==> src/common/readout_pkg.sv <==
package readout_pkg;

    // ----------------------------------------
    // data widths
    // ----------------------------------------
    typedef logic [7:0]  byte_t;           // one ADC sample byte or TCP tx byte
    typedef logic [3:0]  channel_cnt_t;    // enabled ADC channels
    typedef logic [31:0] word_t;           // rbcp register contents
    typedef logic [31:0] rbcp_addr_t;      // rbcp address as given by the TCP core
    typedef logic [6:0]  fifo_count_t;     // fill level, 0 up to FIFO_DEPTH
    typedef logic [5:0]  budget_t;         // bytes left in one release, max 60
    typedef logic [3:0]  credit_t;         // tx credits held by the pacer
    typedef logic [15:0] delay_cnt_t;      // pacer delay counter

    // ----------------------------------------
    // sizes and timing
    // ----------------------------------------
    localparam int FIFO_DEPTH = 64;                    // byte fifo entries

    // 4 bytes go out per enabled channel on every release
    localparam budget_t BYTES_PER_CHANNEL = 6'd4;

    // trigger to release delay, kept short for simulation
    localparam delay_cnt_t READ_DELAY_CYCLES = 16'd200;

    localparam credit_t TX_CREDITS = 4'd8;             // credits after reset or flush

    // ----------------------------------------
    // pacer FSM
    // ----------------------------------------
    typedef enum logic [1:0] {
        PACER_IDLE,     // waiting for a fifo write
        PACER_WAIT,     // counting down the read delay
        PACER_DRAIN     // sending the byte budget
    } pacer_state_e;

endpackage

==> src/readout/readout_pacer.sv <==
module readout_pacer (
    input  logic                      CLK_200M,
    input  logic                      CNT125M,
    input  logic                      tcp_open_i,       // low aborts everything
    input  logic                      trigger_i,        // fifo write strobe
    input  readout_pkg::channel_cnt_t rd_channels_i,
    input  logic                      fifo_empty_i,
    input  readout_pkg::byte_t        fifo_data_i,      // registered fifo output
    output logic                      fifo_rd_en_o,
    input  logic                      credit_return_i,  // one credit back per cycle
    output logic                      tx_valid_o,
    output readout_pkg::byte_t        tx_data_o
);

    readout_pkg::pacer_state_e state;
    readout_pkg::delay_cnt_t   delay_cnt;   // cycles left before release
    readout_pkg::budget_t      budget;      // bytes left in this release
    readout_pkg::credit_t      credits;     // bytes the TCP side can still take

    // ----------------------------------------
    // read issue
    // ----------------------------------------
    // one read per cycle while draining, only with budget, data and a credit
    assign fifo_rd_en_o = (state == readout_pkg::PACER_DRAIN) &
                          (budget != '0) &
                          (credits != '0) &
                          ~fifo_empty_i;

    assign tx_data_o = fifo_data_i;         // fifo data lands with tx_valid_o

    // ----------------------------------------
    // FSM, delay and budget
    // ----------------------------------------
    always_ff @(posedge CLK_200M or posedge CNT125M) begin
        if (CNT125M) begin
            state     <= readout_pkg::PACER_IDLE;
            delay_cnt <= '0;
            budget    <= '0;
        end else if (!tcp_open_i) begin
            state     <= readout_pkg::PACER_IDLE;   // connection lost
            delay_cnt <= '0;
            budget    <= '0;
        end else begin
            case (state)
                readout_pkg::PACER_IDLE: begin
                    if (trigger_i) begin
                        delay_cnt <= readout_pkg::READ_DELAY_CYCLES;
                        state     <= readout_pkg::PACER_WAIT;
                    end
                end
                readout_pkg::PACER_WAIT: begin
                    if (delay_cnt == '0) begin
                        // 4 bytes per enabled channel
                        budget <= readout_pkg::BYTES_PER_CHANNEL *
                                  readout_pkg::budget_t'(rd_channels_i);
                        state  <= readout_pkg::PACER_DRAIN;
                    end else begin
                        delay_cnt <= delay_cnt - 1'b1;
                    end
                end
                readout_pkg::PACER_DRAIN: begin
                    if (budget == '0) begin
                        state <= readout_pkg::PACER_IDLE;   // release done
                    end else if (fifo_rd_en_o) begin
                        budget <= budget - 1'b1;
                    end
                end
                default: begin
                    state <= readout_pkg::PACER_IDLE;
                end
            endcase
        end
    end

    // ----------------------------------------
    // credits and tx strobe
    // ----------------------------------------
    always_ff @(posedge CLK_200M or posedge CNT125M) begin
        if (CNT125M) begin
            credits    <= readout_pkg::TX_CREDITS;
            tx_valid_o <= 1'b0;
        end else if (!tcp_open_i) begin
            credits    <= readout_pkg::TX_CREDITS;  // fresh connection, full window
            tx_valid_o <= 1'b0;                     // fifo flushed, nothing to send
        end else begin
            tx_valid_o <= fifo_rd_en_o;             // read data valid next cycle
            case ({fifo_rd_en_o, credit_return_i})
                2'b10:   credits <= credits - 1'b1;
                2'b01:   credits <= credits + 1'b1;
                default: credits <= credits;        // spent and returned together
            endcase
        end
    end

endmodule

==> src/readout/sample_fifo.sv <==
module sample_fifo (
    input  logic               CLK_200M,
    input  logic               CNT125M,
    input  logic               flush_i,      // connection closed, drop everything
    input  logic               wr_en_i,
    input  readout_pkg::byte_t wr_data_i,
    input  logic               rd_en_i,
    output readout_pkg::byte_t rd_data_o,    // valid one cycle after rd_en_i
    output logic               empty_o,
    output logic               full_o
);

    readout_pkg::byte_t                         mem [readout_pkg::FIFO_DEPTH];
    logic [$clog2(readout_pkg::FIFO_DEPTH)-1:0] wr_ptr;     // wraps at depth
    logic [$clog2(readout_pkg::FIFO_DEPTH)-1:0] rd_ptr;
    readout_pkg::fifo_count_t                   count;      // entries stored
    logic                                       wr_ok;      // write really happens
    logic                                       rd_ok;      // read really happens

    assign full_o  = (count == readout_pkg::fifo_count_t'(readout_pkg::FIFO_DEPTH));
    assign empty_o = (count == '0);
    assign wr_ok   = wr_en_i & ~full_o & ~flush_i;   // byte dropped when full
    assign rd_ok   = rd_en_i & ~empty_o & ~flush_i;

    // ----------------------------------------
    // storage and read data
    // ----------------------------------------
    always_ff @(posedge CLK_200M) begin
        if (wr_ok) begin
            mem[wr_ptr] <= wr_data_i;
        end
        if (rd_ok) begin
            rd_data_o <= mem[rd_ptr];       // holds its value between reads
        end
    end

    // ----------------------------------------
    // pointers and fill level
    // ----------------------------------------
    always_ff @(posedge CLK_200M or posedge CNT125M) begin
        if (CNT125M) begin
            wr_ptr <= '0;
            rd_ptr <= '0;
            count  <= '0;
        end else if (flush_i) begin
            wr_ptr <= '0;                   // empty again after close
            rd_ptr <= '0;
            count  <= '0;
        end else begin
            if (wr_ok) begin
                wr_ptr <= wr_ptr + 1'b1;
            end
            if (rd_ok) begin
                rd_ptr <= rd_ptr + 1'b1;
            end
            case ({wr_ok, rd_ok})
                2'b10:   count <= count + 1'b1;
                2'b01:   count <= count - 1'b1;
                default: count <= count;    // none, or both in one cycle
            endcase
        end
    end

endmodule

==> src/rbcp_regs.sv <==
module rbcp_regs (
    input  logic                    CLK_200M,
    input  logic                    CNT125M,
    input  readout_pkg::rbcp_addr_t rbcp_addr_i,
    input  readout_pkg::byte_t      rbcp_wd_i,
    input  logic                    rbcp_we_i,
    input  logic                    rbcp_re_i,
    output readout_pkg::byte_t      rbcp_rd_o,     // lane picked by addr[1:0]
    output logic                    rbcp_ack_o     // one cycle after any access
);

    readout_pkg::word_t offset_reg;     // test register, aligned addr + data

    // ----------------------------------------
    // register write and acknowledge
    // ----------------------------------------
    always_ff @(posedge CLK_200M or posedge CNT125M) begin
        if (CNT125M) begin
            offset_reg <= '0;
            rbcp_ack_o <= 1'b0;
        end else begin
            if (rbcp_we_i) begin
                // word aligned address plus the byte copied into all lanes
                offset_reg <= {rbcp_addr_i[31:2], 2'b00} + {4{rbcp_wd_i}};
            end
            rbcp_ack_o <= rbcp_re_i | rbcp_we_i;
        end
    end

    // ----------------------------------------
    // byte lane read back
    // ----------------------------------------
    always_ff @(posedge CLK_200M) begin
        rbcp_rd_o <= offset_reg[rbcp_addr_i[1:0]*8 +: 8];   // lane 0 is lsb
    end

endmodule

==> src/readout_top.sv <==
module readout_top (
    input  logic                      CLK_200M,
    input  logic                      CNT125M,
    // sample input
    input  logic                      sample_valid_i,
    input  readout_pkg::byte_t        sample_data_i,
    input  readout_pkg::channel_cnt_t rd_channels_i,    // bytes per release / 4
    output logic                      fifo_full_o,
    // TCP transmit side
    input  logic                      tcp_open_i,
    input  logic                      credit_return_i,
    output logic                      tx_valid_o,
    output readout_pkg::byte_t        tx_data_o,
    // RBCP slow control
    input  readout_pkg::rbcp_addr_t   rbcp_addr_i,
    input  readout_pkg::byte_t        rbcp_wd_i,
    input  logic                      rbcp_we_i,
    input  logic                      rbcp_re_i,
    output readout_pkg::byte_t        rbcp_rd_o,
    output logic                      rbcp_ack_o
);

    logic               fifo_wr_en;     // also the pacer trigger
    logic               fifo_flush;
    logic               fifo_rd_en;
    logic               fifo_empty;
    readout_pkg::byte_t fifo_data;

    // ----------------------------------------
    // byte path
    // ----------------------------------------
    assign fifo_wr_en = sample_valid_i & tcp_open_i;    // no writes while closed
    assign fifo_flush = ~tcp_open_i;

    sample_fifo sample_fifo_inst (
        .CLK_200M  (CLK_200M),
        .CNT125M   (CNT125M),
        .flush_i   (fifo_flush),
        .wr_en_i   (fifo_wr_en),
        .wr_data_i (sample_data_i),
        .rd_en_i   (fifo_rd_en),
        .rd_data_o (fifo_data),
        .empty_o   (fifo_empty),
        .full_o    (fifo_full_o)
    );

    readout_pacer readout_pacer_inst (
        .CLK_200M        (CLK_200M),
        .CNT125M         (CNT125M),
        .tcp_open_i      (tcp_open_i),
        .trigger_i       (fifo_wr_en),
        .rd_channels_i   (rd_channels_i),
        .fifo_empty_i    (fifo_empty),
        .fifo_data_i     (fifo_data),
        .fifo_rd_en_o    (fifo_rd_en),
        .credit_return_i (credit_return_i),
        .tx_valid_o      (tx_valid_o),
        .tx_data_o       (tx_data_o)
    );

    // ----------------------------------------
    // slow control
    // ----------------------------------------
    rbcp_regs rbcp_regs_inst (
        .CLK_200M    (CLK_200M),
        .CNT125M     (CNT125M),
        .rbcp_addr_i (rbcp_addr_i),
        .rbcp_wd_i   (rbcp_wd_i),
        .rbcp_we_i   (rbcp_we_i),
        .rbcp_re_i   (rbcp_re_i),
        .rbcp_rd_o   (rbcp_rd_o),
        .rbcp_ack_o  (rbcp_ack_o)
    );

endmodule
==> config.mk <==
export PLATFORM = sky130hd
export DESIGN_NAME = readout_top
export DESIGN_NICKNAME = d
export VERILOG_FILES = /design/src/common/readout_pkg.sv /design/src/readout/readout_pacer.sv /design/src/readout/sample_fifo.sv /design/src/rbcp_regs.sv /design/src/readout_top.sv
export SDC_FILE = /design/constraint.sdc
export NUM_CORES = 1
export LEC_CHECK = 0
export BUFFER_PORTS_ARGS = -buffer_cell sky130_fd_sc_hd__buf_2
export CORE_AREA = 2 2 223 225
export DETAILED_ROUTE_END_ITERATION = 8
export DIE_AREA = 0 0 225 227
export MAX_ROUTING_LAYER = met4
export PLACE_DENSITY = 0.71
export SYNTH_ARGS = -nofsm -noshare
export SYNTH_HDL_FRONTEND = slang
export SYNTH_HIERARCHICAL = 1
export SYNTH_SLANG_ARGS = --single-unit
==> constraint.sdc <==
create_clock -name CLK_200M -period 4.75 [get_ports CLK_200M]
set_input_delay 0.95 -clock CLK_200M [delete_from_list [all_inputs] [get_ports CLK_200M]]
set_output_delay 0.95 -clock CLK_200M [all_outputs]
set_load 0.02 [all_outputs]
After elaboration in Yosys (flattened, before gate mapping)
Memories as Yosys holds them, arrays and structs flattened. A register that Yosys moved wholly into a read port is not among the register bits. Index checks and enable logic that the tools add are counted.

Output and inout port bits: 19. Bits in writable memories: 512. Logic and storage cells: 86. Register bits: 89. Input port bits: 59. Memories kept: 1.

Memory list: sample_fifo_inst.mem (words 64, width 8, read ports 1, clocked after memory_dff 1, write ports 1, line sample_fifo.sv:13) `readout_pkg::byte_t mem [readout_pkg::FIFO_DEPTH];`.

Reductions and logical operators: 9. Shifts and indexed selects: 1. Bitwise logic cells: 11. Multiplexer cells: 25. $add $sub $neg: 9. Eq/ne operators: 19.

Operators with widths (count): $mux 16 (3); $mux 6 (8); $add 32x32->32 (1); $pmux 16 s2 (1); $shiftx 32x6->8 (1); $logic_not 16->1 (1); $sub 16x1->16 const B (1); $pmux 7 s2 (1); $add 6x1->6 const B (2); $ne 3x1->1 const B (4); $ne 3x3->1 const B (4); $pmux 6 s2 (1); $and 1x1->1 (8); $mux 2 (4); $pmux 4 s2 (1); $add 7x1->7 const B (1); $eq 7x7->1 const B (1); $logic_not 7->1 (1); $mux 7 (1); $sub 7x1->7 const B (1); $eq 2x1->1 const B (3); $eq 2x2->1 const B (3); $logic_not 6->1 (1); $ne 3x2->1 const B (2); other kinds (14) (19).

Logic depth before layout (Yosys ltp)
Gate-level depths: netlist of run 1.

Depth in word-level cells: 9. Depth in mapped cells: 13. Mapped depth without buffers: 13.

Hierarchy
Netlist of run 1, hierarchy kept.

By module, submodules not included: sample_fifo (sequential area each 16090.4 um^2, instances 1, cells an instance 1100, area each 21445.6 um^2); rbcp_regs (sequential area each 985.9 um^2, instances 1, cells an instance 343, area each 3221.8 um^2); readout_pacer (sequential area each 726.9 um^2, instances 1, cells an instance 199, area each 1816.7 um^2); readout_top (sequential area each 0.0 um^2, instances 1, cells an instance 2, area each 10.0 um^2).

Least setup slack after synthesis of run 1
No wires, ideal clock.

Path type: reg-to-reg. Start point: register readout_pacer_inst.budget[0]. End point: register sample_fifo_inst.count[6]. Arrival time: 3.253 ns. Data required time: 4.618 ns. Clock period less this slack: 3.385 ns. Slack: 1.365 ns. Setup time: 0.132 ns. Buffers on the path: 0. Cell stages (with the launch flop): 14. Path through: dfrtp_1 -> inv_1 -> ha_1 -> nor4b_2 -> a2111oi_4 -> o41ai_4 -> nor3_1 -> ha_1 -> a21o_1 -> a21oi_1 -> o21ai_0 -> mux2i_1 -> xnor2_1 -> nor2_1.

Longest elaborated chain between the ends: 9. Elaborated cells between the ends (all ways): 11. Classes of those cells: eq/ne (3); mux (2); bitwise (5); reduce/logical (1).

RTL lines: start: declaration (line readout_pacer.sv:17) `readout_pkg::budget_t budget;`; start signal: assignment (line readout_pacer.sv:54) `budget <= readout_pkg::BYTES_PER_CHANNEL *`; start signal: assignment (line readout_pacer.sv:65) `budget <= budget - 1'b1;`; $reduce_bool 6->1 (*) (line readout_pacer.sv:25) `(budget != '0) &`; $and 1x1->1 (*) (line readout_pacer.sv:24) `assign fifo_rd_en_o = (state == readout_pkg::PACER_DRAIN) &`; $and 1x1->1 (*) (line readout_pacer.sv:25); $and 1x1->1 (*) (line readout_pacer.sv:26) `(credits != '0) &`; named net fifo_rd_en (line readout_top.sv:25) `logic fifo_rd_en;`; $and 1x1->1 (*) (2 in a row) (line sample_fifo.sv:23) `assign rd_ok = rd_en_i & ~empty_o & ~flush_i;`; $eq 2x1->1 or $eq 2x2->1 (tied branches) (line sample_fifo.sv:56) `case ({wr_ok, rd_ok})`; $pmux 7 s2 (line sample_fifo.sv:56); $mux 7 (line sample_fifo.sv:45) `end else if (flush_i) begin`; end signal: assignment (line sample_fifo.sv:57) `2'b10: count <= count + 1'b1;`; end signal: assignment (line sample_fifo.sv:58) `2'b01: count <= count - 1'b1;`; end signal: assignment (line sample_fifo.sv:59) `default: count <= count;`; end: declaration (line sample_fifo.sv:16) `readout_pkg::fifo_count_t count;`.

Mark *: on every way through the listed nets, which the timed path passes. The rest lies on a longest branch. A chain may end at the register's enable or synchronous reset.

Worst setup path in the final report of run 1
Ends and elaborated chain as after synthesis.

==> results of run 1 <==
-- area by class of cell --
class                   instances  area, um2
fillers                      3497      19100
flip-flops and latches        609      17800
multi-input cells             918       8110
clock buffers                  68       1530
well taps                     622        778
repair buffers                102        598
clock inverters                46        553
inverters                      26       97.6
-- worst max-delay path, delay by kind of cell, from the launching register on --
family          cells  cell delay (ns)
flops               1             0.34
xor+xnor            1             0.14
buf+inv             1             0.06
compound gates      5             1.47
fa+ha+maj           2             0.62
mux                 1             0.21
simple gates        3             0.92
-- routing by layer --
layer	global-route usage [%]	vias to the layer above	share of wire [%]
li1	-	6625	-
met1	32.2	7553	41
met2	37.4	610	48
met3	4.16	123	7.5
met4	8.57	0	3.4
met5	-	-	0
-- logic make-up after synthesis --
| family | count (synthesis) |
|---|---|
| multiplexers | 210 |
| adder cells (fa/ha/maj) | 44 |
| AO/OA/AOI/OAI | 239 |
| flip-flops | 609 |
| buffers and inverters | 117 |
| AND/OR/NAND/NOR | 375 |
| XOR/XNOR | 50 |
-- cells in the mapped netlist (23+ instances only) --
master | n | area [um2]
nand2_1 | 77 | 289
a21oi_1 | 50 | 250
nor2_1 | 133 | 499
inv_1 | 26 | 97.6
clkbuf_1 | 37 | 139
xnor2_1 | 23 | 201
dfrtp_1 | 80 | 2000
nand3_1 | 27 | 135
mux2i_1 | 78 | 781
ha_1 | 41 | 513
xor2_1 | 26 | 228
mux4_2 | 93 | 2090
a22oi_1 | 29 | 218
buf_2 | 26 | 130
o21ai_0 | 43 | 215
edfxtp_1 | 520 | 15600
nor2b_1 | 24 | 150
-- power by group through the flow --
| stage | Combinational (W) | Clock, W | Sequential (W) |
|---|---|---|---|
| after floorplan | 0.000714 | 0 | 0.00617 |
| after global placement | 0.000997 | 0 | 0.00619 |
| after detailed placement | 0.00102 | 0 | 0.00619 |
| after CTS | 0.00103 | 0.00504 | 0.00608 |
| after global routing | 0.00114 | 0.00525 | 0.00610 |
| final | 0.00103 | 0.00494 | 0.00608 |
-- per-stage QoR --
stage / hold slack [ns] / total power, W / worst slack, ns / cell area (um2) / utilization (%)
3_3_place_gp: 0.470 / 0.00718 / 0.860 / 27400 / 56.4
6_report: 0.473 / 0.0121 / 0.879 / 29500 / 60.7
4_1_cts: 0.468 / 0.0121 / 0.834 / 29500 / 60.7
5_1_grt: 0.502 / 0.0125 / 0.558 / 29500 / 60.7
2_1_floorplan: 0.449 / 0.00688 / 1.37 / 26500 / -
3_5_place_dp: 0.483 / 0.00721 / 0.703 / 27400 / 56.4
-- worst min path at each step --
stage / start / endpoint / slack (ns) / cells past startpoint
2_1_floorplan: rbcp_regs_inst/offset_reg[3] / rbcp_regs_inst/offset_reg[3] / 0.45 / 2
3_3_place_gp: rbcp_regs_inst/offset_reg[3] / rbcp_regs_inst/offset_reg[3] / 0.47 / 2
3_5_place_dp: rbcp_regs_inst/offset_reg[3] / rbcp_regs_inst/offset_reg[3] / 0.48 / 2
4_1_cts: CNT125M / rbcp_regs_inst/rbcp_ack_o / 0.47 / 3
5_1_grt: rbcp_re_i / rbcp_regs_inst/rbcp_ack_o / 0.50 / 2
6_report: CNT125M / rbcp_regs_inst/offset_reg[25] / 0.47 / 3
==> metrics.yaml, run 1 <==
min_path_type: "input port to async pin"
p_clk_share_pct: 41.0
period_needed_ns: 3.87
grt_pass1_wl_mm: 88.6
required_ns: 5.26
syn-cell-area_mm2: 0.0265
vias: 14900
ioPinCount: 78
hold_viol: 0
grt-ovfl-total: 0
maxCapViolCount: 0
internal_power_w: 0.00931
p_switching_w: 0.00275
synthAdderAreaFrac_pct: 2.16
status: "complete, no violations"
drtAntennaViolNets: 0
setup_violations: 0
reg2reg_slack_ns: 0.88
final-instance-count-excl-fill: 2391
die_h_um: 227
fmax_mhz: 258
worst_slew_pin_slew_ns: 1.13
synth-seq-cells: 609
die_w_um: 225
cts_resized: 0
yosys_warnings: 6
clk_latency_ns: 0.63
muxShareOfSynthArea_pct: 13.5
cpMostUsedCell: "ha_1"
hold_buffers: 0
hpwl_mm: 37.6
final_common_cell: "edfxtp_1"
slew_headroom_pct: 24.4
row_count: 81
grt_start_max_net_pins: 65
cts_setup_buffers: 0
setup-tns-final_ns: 0
sw_frac_of_total_pct: 22.8
final_cell_mix: "edfxtp_1, nor2_1, mux4_2"
p_leak_nw: 9.77
nNetsFinal: 1820
finalClockSkew_ns: 0.0216
pwr-share-comb_pct: 8.6
area_growth_pct: 11.3
finalWeightedCongestion: 0.915
antenna_found_initial: 0
cts_num_sinks: 609
grt_setup_unrepaired: "no"
synth.yosys.seq_area_share_pct: 67.2
wl_per_cell_um: 24.4
clock_path_buffers: 3
largest_reg_flops: 512
r2r_end: "sample_fifo_inst/count[6]"
cp.arrival_ns: 4.38
critPathLaunchType: "register"
first_global_vias: 14900
end_kind: "register"
p_per_area_mw_per_mm2: 409
synthArstFlopShare_pct: 13.3
synthXorXnorAreaFrac_pct: 1.68
track_usage_pct: 24.0
drive_gt1_share_pct: 20.0
ys.flop_type: "edfxtp_1"
syn_area_per_cell_um2: 16.1
synth_top_family_by_area: "multiplexers"
r2r-start: "readout_pacer_inst/budget[0]"
drv_slew: 0
cp-endpoint: "sample_fifo_inst/count[6]"
clk_pin_slew_ns: 0.07
synth_cell_type_count: 92
dr.pass1.iters: 5
r2r_cells: 13
cts_buffers: 60
period_share_pct: 81.5
core_mm2: 0.0485
placedCellCount: 2277
p_seq_share_pct: 50.5
totalWireLength_mm: 58.3
worstSetupPathType: "register to register"
route.detailed.drc: 0
cts_root_buffer: "clkbuf_16"
slowest_stage: "a2111oi_4"
cts-htree-levels: 2
via_per_inst: 6.24
slowest_delay_ns: 0.68
ir_drop_mv: 0.316
startpoint: "readout_pacer_inst/budget[0]"
diodes: 0
synth_edf_count: 520
cts_tree: "built"
initial_core_util_pct: 54.6
syn-num-nets: 1747
path_max_fanout: 6
crit_chain: "inv_1, ha_1, nor4b_2, a2111oi_4, o41ai_4, nor3_1, ha_1, a21o_1, a21oi_1, o21ai_0, mux2i_1, xnor2_1, nor2_1"
synth_compound_area_share_pct: 6.30
die_area_mm2: 0.0511
synth_simple_gate_area_share_pct: 6.99
drt_iter0_markers: 1519
portBuffers: 77
synthCells: 1644
(Power assumes the default switching activity.)
==> run 2: changes to the inputs <==
--- a/config.mk
+++ b/config.mk
@@ -5,12 +5,13 @@
 export SDC_FILE = /design/constraint.sdc
 export NUM_CORES = 1
 export LEC_CHECK = 0
+export ABC_AREA = 1
 export BUFFER_PORTS_ARGS = -buffer_cell sky130_fd_sc_hd__buf_2
-export CORE_AREA = 2 2 223 225
+export CORE_AREA = 2 2 229 231
 export DETAILED_ROUTE_END_ITERATION = 8
-export DIE_AREA = 0 0 225 227
+export DIE_AREA = 0 0 231 233
 export MAX_ROUTING_LAYER = met4
-export PLACE_DENSITY = 0.71
+export PLACE_DENSITY = 0.74
 export SYNTH_ARGS = -nofsm -noshare
 export SYNTH_HDL_FRONTEND = slang
 export SYNTH_HIERARCHICAL = 1
==> constraint.sdc (replaced) <==
create_clock -name CLK_200M -period 3.1 [get_ports CLK_200M]
set_input_delay 0.62 -clock CLK_200M [delete_from_list [all_inputs] [get_ports CLK_200M]]
set_output_delay 0.62 -clock CLK_200M [all_outputs]
set_load 0.02 [all_outputs]
==> run 2 against run 1 <==
Compared with the run above: sequential power up 53%; synthesized area increased by 6.0%; critical path depth rose by 2; clock skew rose by 0.014 ns; utilization rose by 0.81 points; non-clock buffer count up 59; power increased by 59%.
==> metrics.yaml, run 2 <==
status: "complete, no violations"
final_area_mm2: 0.0314  # +6.7%
synth_edf_count: 520  # unchanged
first_global_vias: 19800  # +33%
cts-htree-levels: 2  # unchanged
min_path_type: "input port to async pin"
clk_pin_slew_ns: 0.06  # about the same
period_share_pct: 91.1  # +9.6 points
synthCells: 2804  # +71%
grt_pass1_wl_mm: 112  # +26%
clock_path_buffers: 3  # unchanged
yosys.area.top_type_share_pct: 55.6  # -3.3 points
syn-num-nets: 2907  # +66%
finalClockSkew_ns: 0.0355  # +0.0139 ns
drtAntennaViolNets: 0  # unchanged
critPathLaunchType: "register"
die_w_um: 231  # +2.7%
cts_buffers: 59  # -1.7%
cts_num_sinks: 609  # unchanged
synth_top_family_by_area: "simple AND/OR/NAND/NOR gates"
grt-ovfl-total: 0  # unchanged
grt_use_met3_pct: 4.13  # -0.026 points
syn_area_per_cell_um2: 10.0  # -38%
end_kind: "register"
muxShareOfSynthArea_pct: 0  # -13 points
grt_start_max_net_pins: 118  # +82%
synthArstFlopShare_pct: 13.3  # unchanged
final_common_cell: "nand2_1"
largest_reg_flops: 512  # unchanged
synth.yosys.seq_area_share_pct: 63.4  # -3.8 points
worstSetupPathType: "register to register"
synth_compound_area_share_pct: 5.85  # -0.45 points
synthXorXnorAreaFrac_pct: 0.624  # -1.1 points
area_growth_pct: 12.0
synth_area_leader_cell: "edfxtp_1"
fmax_mhz: 354  # +37%
p_leak_nw: 12.7  # +30%
yosys_warnings: 6  # unchanged
diodes: 0  # unchanged
route.detailed.drc: 0  # unchanged
finalWeightedCongestion: 0.998  # +9.2%
via_per_inst: 5.69  # -8.8%
drv_slew: 0  # unchanged
r2r-start: "readout_pacer_inst/budget[0]"
period_needed_ns: 2.82  # -1.05 ns
maxCapViolCount: 0  # unchanged
hpwl_mm: 47.9  # +27%
required_ns: 3.61  # -1.65 ns
antenna_found_initial: 0  # unchanged
initial_core_util_pct: 55.0  # +0.38 points
cts_root_buffer: "clkbuf_16"
final_cell_mix: "nand2_1, edfxtp_1, nand3_1"
synth_area_leaders: "edfxtp_1, nand2_1, dfrtp_1"
clk_latency_ns: 0.64  # about the same
ys.flop_type: "edfxtp_1"
grt_util_met2_pct: 44.8  # +7.4 points
row_count: 83  # +2.5%
dpl_cell_area_mm2: 0.0294  # +7.3%
wl_per_cell_um: 19.9  # -18%
grt_setup_unrepaired: "no"
synth-seq-cells: 609  # unchanged
path_max_fanout: 6  # unchanged
die_h_um: 233  # +2.6%
drive_gt1_share_pct: 11.5  # -8.5 points
final-instance-count-excl-fill: 3634  # +52%
setup-tns-final_ns: 0  # unchanged
synth_simple_gate_area_share_pct: 23.4  # +16 points
total_power_w: 0.0191  # +59%
dr.pass1.iters: 6  # +1
grt-busiest-layer: "met2"
nNetsFinal: 3007  # +65%
startpoint: "readout_pacer_inst/budget[0]"
ir_drop_mv: 0.675  # +110%
setup_violations: 0  # unchanged
portBuffers: 77  # unchanged
worst_slew_pin_slew_ns: 0.955  # -0.177 ns
syn-cell-area_mm2: 0.0281  # +6.0%
die_area_mm2: 0.0538  # +5.4%
synth.most_common_cell: "nand2_1"
synthAdderAreaFrac_pct: 2.04  # -0.12 points
gr-usage-met1_pct: 37.0  # +4.8 points
cp.arrival_ns: 3.33  # -1.05 ns
synth_cell_type_count: 46  # -50%
hold_viol: 0  # unchanged
netlist_top_cells_count: "nand2_1, edfxtp_1, nand3_1"
slew_headroom_pct: 36.3  # +12 points
totalWireLength_mm: 72.3  # +24%
track_usage_pct: 27.9  # +3.9 points
p_per_area_mw_per_mm2: 608  # +49%
placedCellCount: 3523  # +55%
ioPinCount: 78  # unchanged
core_mm2: 0.0511  # +5.3%
drt_iter0_markers: 2409  # +59%
cts_tree: "built"
vias: 20700  # +39%
-- run 2: cells by family (layout without fill, tap and decap cells) --
logic type / count (synthesis) / after routing
AO/OA/AOI/OAI: 272 / 272
adder cells (fa/ha/maj): 44 / 44
flip-flops: 609 / 609
buffers and inverters: 289 / 439
AND/OR/NAND/NOR: 1570 / 1570
XOR/XNOR: 20 / 20
-- run 2: path summary, 6_finish.rpt --
| path | to | slack [ns] | depth (start not counted) |
|---|---|---|---|
| max | sample_fifo_inst/count[3] | 0.28 | 15 |
| min | readout_pacer_inst/budget[3] | 0.11 | 3 |
| max reg2reg | sample_fifo_inst/count[3] | 0.28 | 15 |
| min reg2reg | rbcp_regs_inst/offset_reg[1] | 0.47 | 2 |
| max in group asynchronous | sample_fifo_inst/rd_ptr[0] | 2.33 | 2 |
| min in group CLK_200M | rbcp_regs_inst/rbcp_ack_o | 0.19 | 2 |
-- run 2: critical path, cell delays in order (launching register included) --
cell and delay (ns):
dfrtp_1 0.35, inv_1 0.09, ha_1 0.27, nand3_1 0.13, nand2_2 0.10, nor2_1 0.14
inv_1 0.08, nor2_1 0.22, nand3_1 0.19, inv_2 0.17, ha_1 0.31, a21oi_1 0.19
inv_1 0.05, a31oi_1 0.16, xor2_1 0.16, o21ai_0 0.08
-- run 2: cell type report --
| class | instances | area (um2) |
|---|---|---|
| Fill cell | 4135 | 19600 |
| Sequential cell | 609 | 17800 |
| Multi-Input combinational cell | 1906 | 8980 |
| Clock buffer | 78 | 1600 |
| Timing Repair Buffer | 161 | 1130 |
| Tap cell | 680 | 851 |
| Inverter | 167 | 632 |
| Clock inverter | 33 | 453 |
-- run 2: metal layers --
metal	vias to the layer above	routed length [um]	part of all wire, %
met4	0	2210	3.1
met2	926	34800	48
met1	9880	29100	40
li1	9721	-	-
met3	134	6230	8.6
met5	-	0	0
-- run 2: stage by stage --
stage | utilization [%] | setup slack (ns) | hold slack, ns
6_report | 61.5 | 0.276 | 0.115
5_1_grt | 61.5 | 0.0256 | 0.157
4_1_cts | 61.5 | 0.213 | 0.124
3_5_place_dp | 57.5 | 0.220 | 0.460
3_3_place_gp | 57.5 | 0.254 | 0.457
2_1_floorplan | - | 0.574 | 0.443
-- run 2: power by group --
part | switching [W] | internal, W
clock network | 0.00311 | 0.00441
registers | 0.000207 | 0.00912
logic | 0.00157 | 0.000712
total | 0.00489 | 0.0142
-- run 2: what timing repair did --
action,4_1_cts,5_1_grt
buffers inserted,0,0
gates resized for setup,0,1
hold buffers,0,0
setup endpoints to repair,0,4
